`src/rtl/cpu_pkg.sv`:
```
package cpu_pkg;

    typedef logic [31:0] word_t;
    typedef logic [31:0] inst_t;
    typedef logic [3:0]  regno_t;
    typedef logic [15:0] imm_t;
    typedef logic [5:0]  op1_t;
    typedef logic [7:0]  op2_t;
    typedef logic [23:0] hex_t;
    typedef logic [9:0]  led_t;
    typedef logic [3:0]  key_t;

    // Source of the value written back to the register file
    typedef enum logic [1:0] {
        WB_PC,
        WB_MEM,
        WB_ALU
    } wb_src_t;

    // Primary opcodes
    localparam op1_t OP1_ALUR = 6'b000000;
    localparam op1_t OP1_BEQ  = 6'b001000;
    localparam op1_t OP1_BLT  = 6'b001001;
    localparam op1_t OP1_BLE  = 6'b001010;
    localparam op1_t OP1_BNE  = 6'b001011;
    localparam op1_t OP1_JAL  = 6'b001100;
    localparam op1_t OP1_LW   = 6'b010010;
    localparam op1_t OP1_SW   = 6'b011010;
    localparam op1_t OP1_ADDI = 6'b100000;
    localparam op1_t OP1_ANDI = 6'b100100;
    localparam op1_t OP1_ORI  = 6'b100101;
    localparam op1_t OP1_XORI = 6'b100110;

    // Secondary opcodes, ALUR only
    localparam op2_t OP2_EQ   = 8'b00001000;
    localparam op2_t OP2_LT   = 8'b00001001;
    localparam op2_t OP2_LE   = 8'b00001010;
    localparam op2_t OP2_NE   = 8'b00001011;
    localparam op2_t OP2_ADD  = 8'b00100000;
    localparam op2_t OP2_AND  = 8'b00100100;
    localparam op2_t OP2_OR   = 8'b00100101;
    localparam op2_t OP2_XOR  = 8'b00100110;
    localparam op2_t OP2_SUB  = 8'b00101000;
    localparam op2_t OP2_NAND = 8'b00101100;
    localparam op2_t OP2_NOR  = 8'b00101101;
    localparam op2_t OP2_NXOR = 8'b00101110;
    localparam op2_t OP2_RSHF = 8'b00110000;
    localparam op2_t OP2_LSHF = 8'b00110001;

    localparam word_t START_PC  = 32'h0000_0100;
    localparam word_t INST_SIZE = 32'd4;

    // Memory-mapped I/O
    localparam word_t ADDR_HEX  = 32'hFFFF_F000;
    localparam word_t ADDR_LEDR = 32'hFFFF_F020;
    localparam word_t ADDR_KEY  = 32'hFFFF_F080;

    localparam int IMEM_WORDS   = 16384;
    localparam int DMEM_WORDS   = 16384;
    localparam int MEM_WORD_LSB = 2;  // Byte offset bits dropped
    localparam int MEM_ADDR_MSB = 15;

endpackage

```
`src/rtl/decode_stage.sv`:
```
`timescale 1ns/1ps

module decode_stage
    import cpu_pkg::*;
(
    input  logic    clk,
    input  logic    reset,
    input  inst_t   inst,
    input  word_t   pc_in,
    input  logic    redirect,
    input  regno_t  ex_dst,
    input  regno_t  mem_dst,
    input  logic    ex_reg_we,
    input  logic    mem_reg_we,
    input  logic    wb_we,
    input  regno_t  wb_dst,
    input  word_t   wb_val,
    output logic    stall,
    output op1_t    op1,
    output op2_t    op2,
    output word_t   rs_val,
    output word_t   rt_val,
    output word_t   imm_sx,
    output word_t   pc_next,
    output regno_t  dst,
    output logic    reg_we,
    output logic    mem_we,
    output logic    mem_re,
    output wb_src_t wb_src
);

    op1_t    op1_d;
    op2_t    op2_d;
    imm_t    imm_d;
    regno_t  rd_d;
    regno_t  rs_d;
    regno_t  rt_d;
    logic    valid_d;
    logic    is_br_d;
    logic    is_imm_d;
    logic    rt_used_d;
    logic    reg_we_d;
    regno_t  dst_d;
    wb_src_t wb_src_d;
    word_t   rs_rd;
    word_t   rt_rd;

    word_t regs [16];

    assign op1_d = inst[31:26];
    assign op2_d = inst[25:18];
    assign imm_d = inst[23:8];
    assign rd_d  = inst[11:8];
    assign rs_d  = inst[7:4];
    assign rt_d  = inst[3:0];

    assign valid_d   = (inst != '0);
    assign is_br_d   = (op1_d == OP1_BEQ) || (op1_d == OP1_BLT) ||
                       (op1_d == OP1_BLE) || (op1_d == OP1_BNE);
    assign is_imm_d  = (op1_d == OP1_ADDI) || (op1_d == OP1_ANDI) ||
                       (op1_d == OP1_ORI)  || (op1_d == OP1_XORI);
    assign rt_used_d = (op1_d == OP1_ALUR) || is_br_d || (op1_d == OP1_SW);
    assign reg_we_d  = valid_d && ((op1_d == OP1_ALUR) || (op1_d == OP1_JAL) ||
                                   (op1_d == OP1_LW) || is_imm_d);
    assign dst_d     = (op1_d == OP1_ALUR) ? rd_d : rt_d;

    always_comb begin
        if (op1_d == OP1_JAL) begin
            wb_src_d = WB_PC;
        end else if (op1_d == OP1_LW) begin
            wb_src_d = WB_MEM;
        end else begin
            wb_src_d = WB_ALU;
        end
    end

    // Register in flight in any later stage
    function automatic logic pending(input regno_t r);
        return (reg_we && dst == r) || (ex_reg_we && ex_dst == r) ||
               (mem_reg_we && mem_dst == r);
    endfunction

    assign stall = ((rs_d != '0) && pending(rs_d)) ||
                   (rt_used_d && (rt_d != '0) && pending(rt_d));

    // Reads see a write landing in the same cycle
    assign rs_rd = (rs_d == '0) ? '0 :
                   (wb_we && wb_dst == rs_d) ? wb_val : regs[rs_d];
    assign rt_rd = (rt_d == '0) ? '0 :
                   (wb_we && wb_dst == rt_d) ? wb_val : regs[rt_d];

    always_ff @(posedge clk or posedge reset) begin
        if (reset) begin
            for (int i = 0; i < 16; i++) begin
                regs[i] <= '0;          // Registers start at zero
            end
        end else if (wb_we && wb_dst != '0) begin
            regs[wb_dst] <= wb_val;
        end
    end

    always_ff @(posedge clk or posedge reset) begin
        if (reset) begin
            op1    <= OP1_ALUR;
            dst    <= '0;
            reg_we <= 1'b0;
            mem_we <= 1'b0;
            mem_re <= 1'b0;
            wb_src <= WB_ALU;
        end else if (redirect || stall) begin
            op1    <= OP1_ALUR;         // Bubble, never branches
            reg_we <= 1'b0;
            mem_we <= 1'b0;
            mem_re <= 1'b0;
        end else begin
            op1    <= op1_d;
            dst    <= dst_d;
            reg_we <= reg_we_d;
            mem_we <= valid_d && (op1_d == OP1_SW);
            mem_re <= valid_d && (op1_d == OP1_LW);
            wb_src <= wb_src_d;
        end
    end

    always_ff @(posedge clk) begin
        op2     <= op2_d;
        rs_val  <= rs_rd;
        rt_val  <= rt_rd;
        imm_sx  <= {{16{imm_d[15]}}, imm_d};
        pc_next <= pc_in;
    end

endmodule

```
`config.mk`:
```
export PLATFORM = sky130hd
export DESIGN_NAME = decode_stage
export DESIGN_NICKNAME = d
export VERILOG_FILES = /design/src/rtl/cpu_pkg.sv /design/src/rtl/decode_stage.sv
export SDC_FILE = /design/constraint.sdc
export NUM_CORES = 1
export LEC_CHECK = 0
export BUFFER_PORTS_ARGS = -buffer_cell sky130_fd_sc_hd__buf_2
export CAP_MARGIN = 40
export CORE_MARGIN = 5
export CORE_UTILIZATION = 60
export DETAILED_ROUTE_END_ITERATION = 6
export HOLD_SLACK_MARGIN = 0.02
export MAX_ROUTING_LAYER = met4
export PLACE_DENSITY = 0.89
export RECOVER_POWER = 25
export SYNTH_ARGS = -nofsm -noshare
export SYNTH_HDL_FRONTEND = slang
export SYNTH_SLANG_ARGS = --single-unit
```
`constraint.sdc`:
```
create_clock -name clk -period 53.5 [get_ports clk]
set_input_delay 8.025 -clock clk [delete_from_list [all_inputs] [get_ports clk]]
set_output_delay 8.025 -clock clk [all_outputs]
set_load 0.01 [all_outputs]
```
---- Yosys cells after proc, flatten, opt, wreduce, memory -nomap -nowiden ----
Index checks and enable logic that the tools add are counted.
word-level totals
  register bits after elaboration ......... 647
  input port bits ......................... 114
  output and inout bits ................... 152
  logic and storage cells ................. 111
cells by class
  muxes and demuxes ....................... 18
  reductions and logical operators ........ 40
  order comparisons ....................... 4
  equal/unequal tests ..................... 19
  bitwise gates (word level) .............. 3
operators with widths
  operator              count
  $bwmux W512           1
  $bmux W32 S4          2
  $mux W32              7
  $demux W32 S4         1
  $eq A4 B4 Y1          8
  $reduce_bool A32 Y1   1
  $eq A6 B4 Y1 const B  5
  $eq A6 B6 Y1 const B  4
  $logic_or A1 B1 Y1    17
  $logic_and A1 B1 Y1   16
  $ge A5 B5 Y1 const B  3
  $not A4 Y5            3
  $eq A6 B5 Y1 const B  2
  $reduce_bool A4 Y1    3
  $logic_not A4 Y1      2
  $logic_not A6 Y1      1
  $mux W6               1
  $lt A5 B1 Y1 const B  1
  $mux W2               2
  $mux W4               1
  $mux W1               3

---- Depth between registers and ports, before layout ----
Gate-level depths: netlist of run 1.
  depth after elaboration ................. 11
  gate-level depth with buffers ........... 9
  mapped depth without buffers ............ 6

---- Worst setup path after synthesis of run 1 ----
Ideal clock, no wire load.
  path kind ............................... input to output
  start ................................... input inst[0]
  end ..................................... output stall
  buffers on the path ..................... 2
  data arrival time ....................... 9.356 ns
  stages on the path ...................... 6
  data required time ...................... 45.475 ns
  setup slack ............................. 36.119 ns
  cells stage by stage .................... buf_2 -> nor4_2 -> or3_1 -> a311o_1 -> clkbuf_1 -> nand2_1
between the ends
  word-level cells in the longest chain between the ends .. 6
  elaborated cells between the ends (all ways) .. 12
  classes of those cells .................. eq/ne: 3; reduce/logical: 9
ends and longest elaborated chain
  what                              RTL line            source
  start, declared                   decode_stage.sv:8   input inst_t inst,
  $eq A4 B4 Y1                      decode_stage.sv:79  return (reg_we && dst == r) || (ex_reg_we && ex_dst == r) ||
  $logic_and A1 B1 Y1               decode_stage.sv:79
  $logic_or A1 B1 Y1 (2 in series)  decode_stage.sv:79
  $logic_and A1 B1 Y1 *             decode_stage.sv:84  (rt_used_d && (rt_d != '0) && pending(rt_d));
  $logic_or A1 B1 Y1 *              decode_stage.sv:83  assign stall = ((rs_d != '0) && pending(rs_d)) ||
  end, declared                     decode_stage.sv:18  output logic stall,
Every way passes the cells marked *; elsewhere a longest branch is shown, timed or not.

---- Worst setup path after layout of run 1 ----
  start ................................... input inst[7]
  end ..................................... output stall
between the ends
  word-level cells in the longest chain between the ends .. 6
  elaborated cells between the ends (all ways) .. 11
  classes of those cells .................. eq/ne: 3; reduce/logical: 8
ends and longest elaborated chain
  what                              RTL line
  $eq A4 B4 Y1                      decode_stage.sv:79
  $logic_and A1 B1 Y1               decode_stage.sv:79
  $logic_or A1 B1 Y1 (2 in series)  decode_stage.sv:79
  $logic_and A1 B1 Y1 *             decode_stage.sv:83
  $logic_or A1 B1 Y1 *              decode_stage.sv:83
Marked as above.

==> results by group, run 1 <==
Synth
  • Number of warnings issued by yosys: 0
  • Unique masters post-synth: approximately 40
  • Register area share after synthesis: 0.500
  • Post-synth EDFFs: 0
  • Synthesized instance count: ~2100
  • Synth area leaders: dfrtp_1 (43%), mux4_2 (19%), mux2_2 (17%)
  • Mux contribution to synthesized area: 0.373
  • Compound-Gate Fraction of Synth Area: 0.0503
  • Synth Area in XOR/XNOR: 0.00849
  • Mapped Nets: 2239
  • Area leader, netlist: dfrtp_1
  • Main combinational cell family by area after synthesis: multiplexers
  • Synth top area share: 0.425
  • Dominant synthesized flop cell: dfrtp_1
  • Mean area per synthesized cell: between 10 and 15 um2
  • Async SR Flop Fraction: 0.822
  • Adder-Cell Fraction of Synth Area: 0
  • Simple-gate share of the synthesized area: 0.0299
  • Synth Register Bits: roughly 640
  • Area of the mapped netlist: 31000 um2

Floorplanning
  • Initial Utilization: 0.605
  • CORE AREA: 51200 um2
  • Chip width: 237 um
  • Chip height: 237 um
  • FP Rows: 83
  • I/O pins: around 270
  • DIE AREA: 56200 um2

Layout
  • Non-filler cells, final: between 2000 and 3000
  • Nets@finish: about 2400
  • Share of cells above drive strength 1: 0.498
  • # fillers: 3284
  • Design Area, Final: approximately 35000 um2
  • Area grow syn2layout: 12.3%

Placed design
  • Placed Cells: 2859
  • DP Area: 32600 um2
  • Post-DP HPWL: 48.0 mm
  • IO buf count: 265
  • Routability cong.: about 0.90

CTS
  • CTS-repair resized insts: 0
  • H-tree depth: 3
  • Worst skew pair latency: 0.61 ns
  • CTS tree: yes
  • Hold_buf cts: 0
  • CTS root buf: clkbuf_16
  • Reg clk slew, reported paths: 0.06 ns
  • CTS Buf Count: 67
  • Post-CTS Setup Inserts: 0
  • CTS sink count: 641
  • Max Buffers Root-to-Sink: 3

Setup path
  • Critical Path, Cell by Cell: buf_4 > buf_4 > xor2_1 > nor4_1 > and3_1 > nor2_1 > nand2_1 > buf_2
  • Capturing element type of the critical path: output pin
  • Slowest stage cell, crit path: buf_4
  • Crit path largest cell delay: approximately 0.8 ns
  • CP Max Fanout: 55
  • Nature of the critical path startpoint: input pin
  • Critical path class: input pin to output pin
  • CP dominant cell by count: buf_4
  • Crit-path leading delay family: buffers and inverters
  • Worst path bufs/invs: 3
  • Crit path arrival time: 10.41 ns
  • Data required, critical path: 45.47 ns

Pwr
  • Sw power: 0.000383 W
  • Pwr dens: 40.9 nW/um2
  • Clock share of power: 0.336
  • Pint: 0.00104 W
  • Comb power frac: 0.204
  • Net Sw Frac: 0.270
  • Max VDD drop: 0.0000242 V
  • Sequential share of power: 0.459
  • Leakage: 14.7 nW

STA
  • Hold Vio Cnt, Final: 0
  • Clk_skew: 0.0202 ns
  • Minimum clock period: ~18 ns
  • Fin. max-slew vios: 300
  • Worst-Margin Slew: 9.82 ns
  • Final Cycle Share: 0.345
  • Highest Clock Rate: 54.2 MHz
  • Final setup TNS: 0 ns
  • Max-slew headroom: -5.55
  • Final Setup Violations: 0
  • RSZ-0062 raised after global routing: no

Route
  • Total iterations of the first detailed-routing run: 6
  • Via count: 20400
  • 1st-iter DRT viols: roughly 2300
  • DR vias/cell: 6.82
  • Final wirelength: 84.5 mm
  • WL/cell: about 28 um
  • # DRC: 0
  • Post-detailed-route count of antenna-violating nets: 0

Global routing
  • Antenna violations before repair: 7
  • Remaining global-route overflow: 0
  • Vias in the first global route: 22000
  • GRT Total Usage: 0.307
  • Global-route wire length before repair: about 130 mm
  • Largest net degree at the start of global routing: 183

Min path
  • Worst Hold Class: flip-flop to flip-flop

Status
  • Failing checks: capacitance limit, slew limit
  • Status: finished with violations

Run
  • Maxcap violations: 3
## layout make-up
class	count	area, um2	share of cell area
multi-input cells	1225	14400	0.415
clock inverters	18	208	0.00598
diodes	6	15.0	0.000432
repair buffers	309	1740	0.0500
inverters	4	16.3	0.000468
flip-flops and latches	641	15500	0.445
clock buffers	102	2050	0.0589
well taps	680	851	0.0245
## power by group through the flow
stage          registers, W  clock network [W]  logic, W
6_report           0.000653           0.000478  0.000290
5_1_grt            0.000662           0.000504  0.000311
4_1_cts            0.000649           0.000483  0.000291
3_5_place_dp       0.000656                  0  0.000288
3_3_place_gp       0.000641                  0  0.000275
2_1_floorplan      0.000641                  0  0.000215
## flip-flops by register name, summed over array words and instances (netlist names), 2 cells and up
register / flops
rs_val: 32
op2: 5
wb_src: 2
pc_next: 32
regs: 512
op1: 6
imm_sx: 13
rt_val: 32
dst: 4
## per-stage QoR
step	hold slack, ns	utilization	total power (W)	setup slack [ns]
6_report	0.393	0.679	0.00142	35.06
5_1_grt	0.413	0.679	0.00148	33.71
3_3_place_gp	0.376	0.633	0.000916	35.12
3_5_place_dp	0.382	0.636	0.000944	35.16
2_1_floorplan	0.441	-	0.000856	30.75
4_1_cts	0.397	0.680	0.00142	35.14
## Yosys cell counts, types with 3 or more instances
master    number
mux4_2       256
nor4_4         3
clkbuf_1     152
nand2b_1       4
nand3_1        5
inv_1          4
xnor2_1       12
nor2b_1       35
mux2i_1       36
nand4_1        4
nor4_1         7
mux2_1        11
nor3_1        10
nor2_1        83
buf_1          9
and3_1         4
a31oi_1        5
o21ai_0        3
mux2_2       471
a22oi_1       65
xor2_1        18
buf_2         54
or3_1          6
dfrtp_1      526
and2_1         3
a211oi_1      64
buf_4         39
a21oi_1      103
nand2_1        8
dfxtp_1      114
## metal layers
metal | global-route usage | vias to the layer above | wire length [um]
met5 | - | - | 0
met4 | 0.132 | 0 | 3270
met3 | 0.0697 | 254 | 7390
met2 | 0.487 | 1189 | 42300
met1 | 0.387 | 10600 | 31600
li1 | - | 8268 | -
## cell usage in the layout, fill, tap and decap left out, drive strengths merged, types with 36 or more instances in the layout
cell type and n:
a211oi 64, a21oi 103, a22oi 65, buf 288, clkbuf 123, dfrtp 526
dfxtp 114, mux2 482, mux2i 36, mux4 256, nor2 83
## worst paths after layout
kind,from,slack (ns),end,cells after the start
min in group asynchronous,reset,7.77,regs[2]$_DFFE_PP0P_,2
max in group asynchronous,reset,35.72,regs[400]$_DFFE_PP0P_,3
hold reg to reg,regs[497]$_DFFE_PP0P_,0.39,regs[497]$_DFFE_PP0P_,0
hold / removal,regs[497]$_DFFE_PP0P_,0.39,regs[497]$_DFFE_PP0P_,0
setup reg to reg,dst[3]$_DFFE_PP0N_,51.23,wb_src[0]$_DFFE_PP0N_,6
setup / recovery,inst[7],35.06,stall,8
## cell families (layout without fill, tap and decap cells)
kind of cell	count (synthesis)	after routing
buffers and inverters	259	433
XOR/XNOR	30	30
other	0	6
AND/OR/NAND/NOR	178	178
multiplexers	774	774
flip-flops	641	641
AO/OA/AOI/OAI	243	243
Note: power is estimated with default switching activity, not from simulation.
==> run 2: changes to the inputs <==
- ABC_AREA: not set -> 1
- clock period: 53.5 -> 17.3 ns (I/O delays scaled with it)
==> run 2 against run 1 <==
The run ends with DRC, capacitance limit, slew limit left. Cell count rose by 65%. Non-clock buffer count increased by 12. Clock skew is 0.0041 ns higher. Worst hold slack got worse by 0.0013 ns. Clock-buffer cell count increased by 1. Wire length is 19% higher. First-iteration DRC count is 100% higher. Sequential cell count did not move. Final area grew 1.8%. Largest power group unchanged.
==> results by group, run 2 <==
CTS
  • CTS tree: yes
  • CTS Buf Count: 70 (+4.5%)
  • Reg clk slew, reported paths: 0.06 ns (about the same)
  • CTS root buf: clkbuf_16
  • Post-CTS Setup Inserts: 0 (unchanged)
  • H-tree depth: 3 (unchanged)
  • Worst skew pair latency: 0.61 ns (about the same)
  • CTS-repair resized insts: 0 (unchanged)
  • Hold_buf cts: 0 (unchanged)
  • Max Buffers Root-to-Sink: 3 (unchanged)
  • CTS sink count: 641 (unchanged)

Pwr
  • Max VDD drop: 0.0000796 V (+230%)
  • Sw power: 0.00129 W (+240%)
  • Clock share of power: 0.354 (+0.018)
  • Pwr dens: 120 nW/um2 (+190%)
  • Net Sw Frac: 0.304 (+0.0342)
  • Leakage: 16.6 nW (+13%)
  • Pint: 0.00296 W (+190%)
  • Comb power frac: 0.191 (-0.013)
  • Sequential share of power: 0.456 (-0.003)

Floorplanning
  • Chip width: 241 um (+1.6%)
  • DIE AREA: 58000 um2 (+3.1%)
  • FP Rows: 84 (+1.2%)
  • Initial Utilization: 0.607 (+0.00260)
  • Chip height: 241 um (+1.6%)
  • I/O pins: 266 (unchanged)
  • CORE AREA: 52700 um2 (+2.8%)

Synth
  • Area leader, netlist: dfrtp_1
  • Synth area leaders: dfrtp_1 (41%), o21ai_0 (10%), nand2_1 (8.4%)
  • Area of the mapped netlist: 32000 um2 (+3.3%)
  • Mapped Nets: 4304 (+92%)
  • Most frequent cells after synthesis: nand2_1 (719), o21ai_0 (662), dfrtp_1 (526), a21oi_1 (471), nand3_1 (463)
  • Mean area per synthesized cell: 7.63 um2 (-48%)
  • Unique masters post-synth: 32 (-22%)
  • Dominant synthesized flop cell: dfrtp_1
  • Number of warnings issued by yosys: 0 (unchanged)
  • Post-synth EDFFs: 0 (unchanged)
  • Synth Register Bits: 641 (unchanged)
  • Register area share after synthesis: 0.484 (-0.0159)
  • Most common cell in the netlist: nand2_1
  • Async SR Flop Fraction: 0.822 (unchanged)
  • Synthesized instance count: 4190 (+97%)
  • Synth top area share: 0.412 (-0.0135)

STA
  • RSZ-0062 raised after global routing: no
  • Hold Vio Cnt, Final: 0 (unchanged)
  • Clk_skew: 0.0242 ns (+0.00406 ns)
  • Final setup TNS: 0 ns (unchanged)
  • Final WS setup: 9.64 ns (-25.42 ns)
  • Highest Clock Rate: 131 MHz
  • Worst-Margin Slew: 3.72 ns (-6.10 ns)
  • Final Cycle Share: 0.443
  • Minimum clock period: roughly 7.7 ns
  • Max-slew headroom: -1.48 (+4.07)
  • Final Setup Violations: 0 (unchanged)
  • Fin. max-slew vios: 251 (-16%)

Global routing
  • GRT Total Usage: 0.349 (+0.0418)
  • Antenna violations before repair: 6 (-1)
  • Vias in the first global route: 29700 (+35%)
  • Global-route wire length before repair: 158 mm (+21%)
  • Largest net degree at the start of global routing: 287 (+57%)
  • Remaining global-route overflow: 0 (unchanged)

Layout
  • Area grow syn2layout: 10.7%
  • Share of cells above drive strength 1: 0.103 (-0.396)
  • Leading cell type in the layout, fill and taps excluded: nand2_1
  • Largest Register: regs
  • Nets@finish: 4285 (+81%)
  • Largest register FFs: 512 (unchanged)
  • # fillers: 4161 (+27%)
  • Most frequent cells in the layout: nand2_1 (716), o21ai_0 (662), dfrtp_1 (526)

Status
  • Failing checks: DRC, capacitance limit, slew limit
  • Status: finished with violations

Placed design
  • IO buf count: 265 (unchanged)
  • Routability cong.: 0.904 (about the same)
  • Post-DP HPWL: 56.0 mm (+17%)
  • Place WS: 9.76 ns (-25.41 ns)

Setup path
  • Critical path class: input pin to output pin
  • CP Max Fanout: 45 (-18%)
  • Nature of the critical path startpoint: input pin
  • Capturing element type of the critical path: output pin
  • Crit path arrival time: 5.06 ns (-5.35 ns)
  • Data required, critical path: 14.70 ns (-30.77 ns)

Route
  • Final wirelength: 100 mm (+19%)
  • DR vias/cell: 6.33 (-7.2%)
  • Post-detailed-route count of antenna-violating nets: 0 (unchanged)
  • Via count: 31100 (+53%)
  • 1st-iter DRT viols: 4599 (+100%)
  • # DRC: 1 (+1)
  • Total iterations of the first detailed-routing run: 7 (+1)
  • WL/cell: 20.4 um (-28%)

Min path
  • Worst Hold Class: flip-flop to flip-flop

Run
  • Maxcap violations: 4 (+1)
## run 2: cell count changes in the layout (fill, tap and decap cells not counted), moves of 65 or more
cell	before	now
o211ai_1	0	221
inv_1	3	386
nor2_1	73	155
nand3_1	5	460
nand2_1	8	716
mux4_2	256	0
a21oi_1	103	471
mux2_2	471	0
o21ai_0	3	662
a22oi_1	65	0
## run 2: logic make-up (layout without fill, tap and decap cells)
logic type | count (synthesis) | count (layout) | synth area share
compound gates | 1369 | 1369 | 0.232
xor+xnor | 7 | 7 | 0.00192
buf+inv | 807 | 840 | 0.101
flops | 641 | 641 | 0.484
other cells | 0 | 7 | 0
simple gates | 1366 | 1366 | 0.181
## run 2: critical path, stage by stage
cell     delay (ns)
buf_2          0.23
inv_2          0.55
buf_4          0.75
nand2_1        0.09
o21ai_0        0.11
nor2_1         0.06
nand3_1        0.08
nand3_1        0.08
nand2_1        0.23
nand2_1        0.09
buf_2          0.15
## run 2: per-layer routing
metal  up-vias  track usage  wire, um
met5         -            -         0
met4         0        0.177      4970
met3       463       0.0878     13500
met2      2231        0.516     44900
met1     14500        0.451     36700
li1      14000            -         -
## run 2: layout make-up
cell class              instances  area, um2  area share
flip-flops and latches        641      15500       0.437
multi-input cells            2742      13300       0.376
clock buffers                 103       2090      0.0590
repair buffers                321       1950      0.0550
inverters                     395       1480      0.0419
well taps                     688        861      0.0243
clock inverters                21        214     0.00604
diodes                          7       17.5    0.000495
## run 2: power groups by stage
stage	Clock (W)	Combinational [W]	Sequential [W]
2_1_floorplan	0	0.000568	0.00193
3_3_place_gp	0	0.000749	0.00194
3_5_place_dp	0	0.000791	0.00195
4_1_cts	0.00152	0.000805	0.00193
5_1_grt	0.00159	0.000922	0.00197
6_report	0.00150	0.000813	0.00194
## run 2: worst paths after layout
check,slack (ns),end,start,cells after the start
setup reg to reg,15.51,dst[2]$_DFFE_PP0N_,dst[0]$_DFFE_PP0N_,9
hold reg to reg,0.39,regs[492]$_DFFE_PP0P_,regs[492]$_DFFE_PP0P_,0
min in group asynchronous,2.24,regs[94]$_DFFE_PP0P_,reset,2
max in group asynchronous,10.49,regs[458]$_DFFE_PP0P_,reset,6
hold / removal,0.39,regs[492]$_DFFE_PP0P_,regs[492]$_DFFE_PP0P_,0
setup / recovery,9.64,stall,inst[7],11
## run 2: stage by stage
step                      instance area, um2  utilization  std cells  total power, W  hold slack, ns
after floorplan                        32000            -       4190         0.00250           0.440
after global placement                 32900        0.625       4776         0.00269           0.375
after detailed placement               33200        0.631       4787         0.00275           0.378
after CTS                              35500        0.674       4911         0.00426           0.390
after global routing                   35400        0.672       4916         0.00448           0.399
final                                  35400        0.672       4918         0.00426           0.391
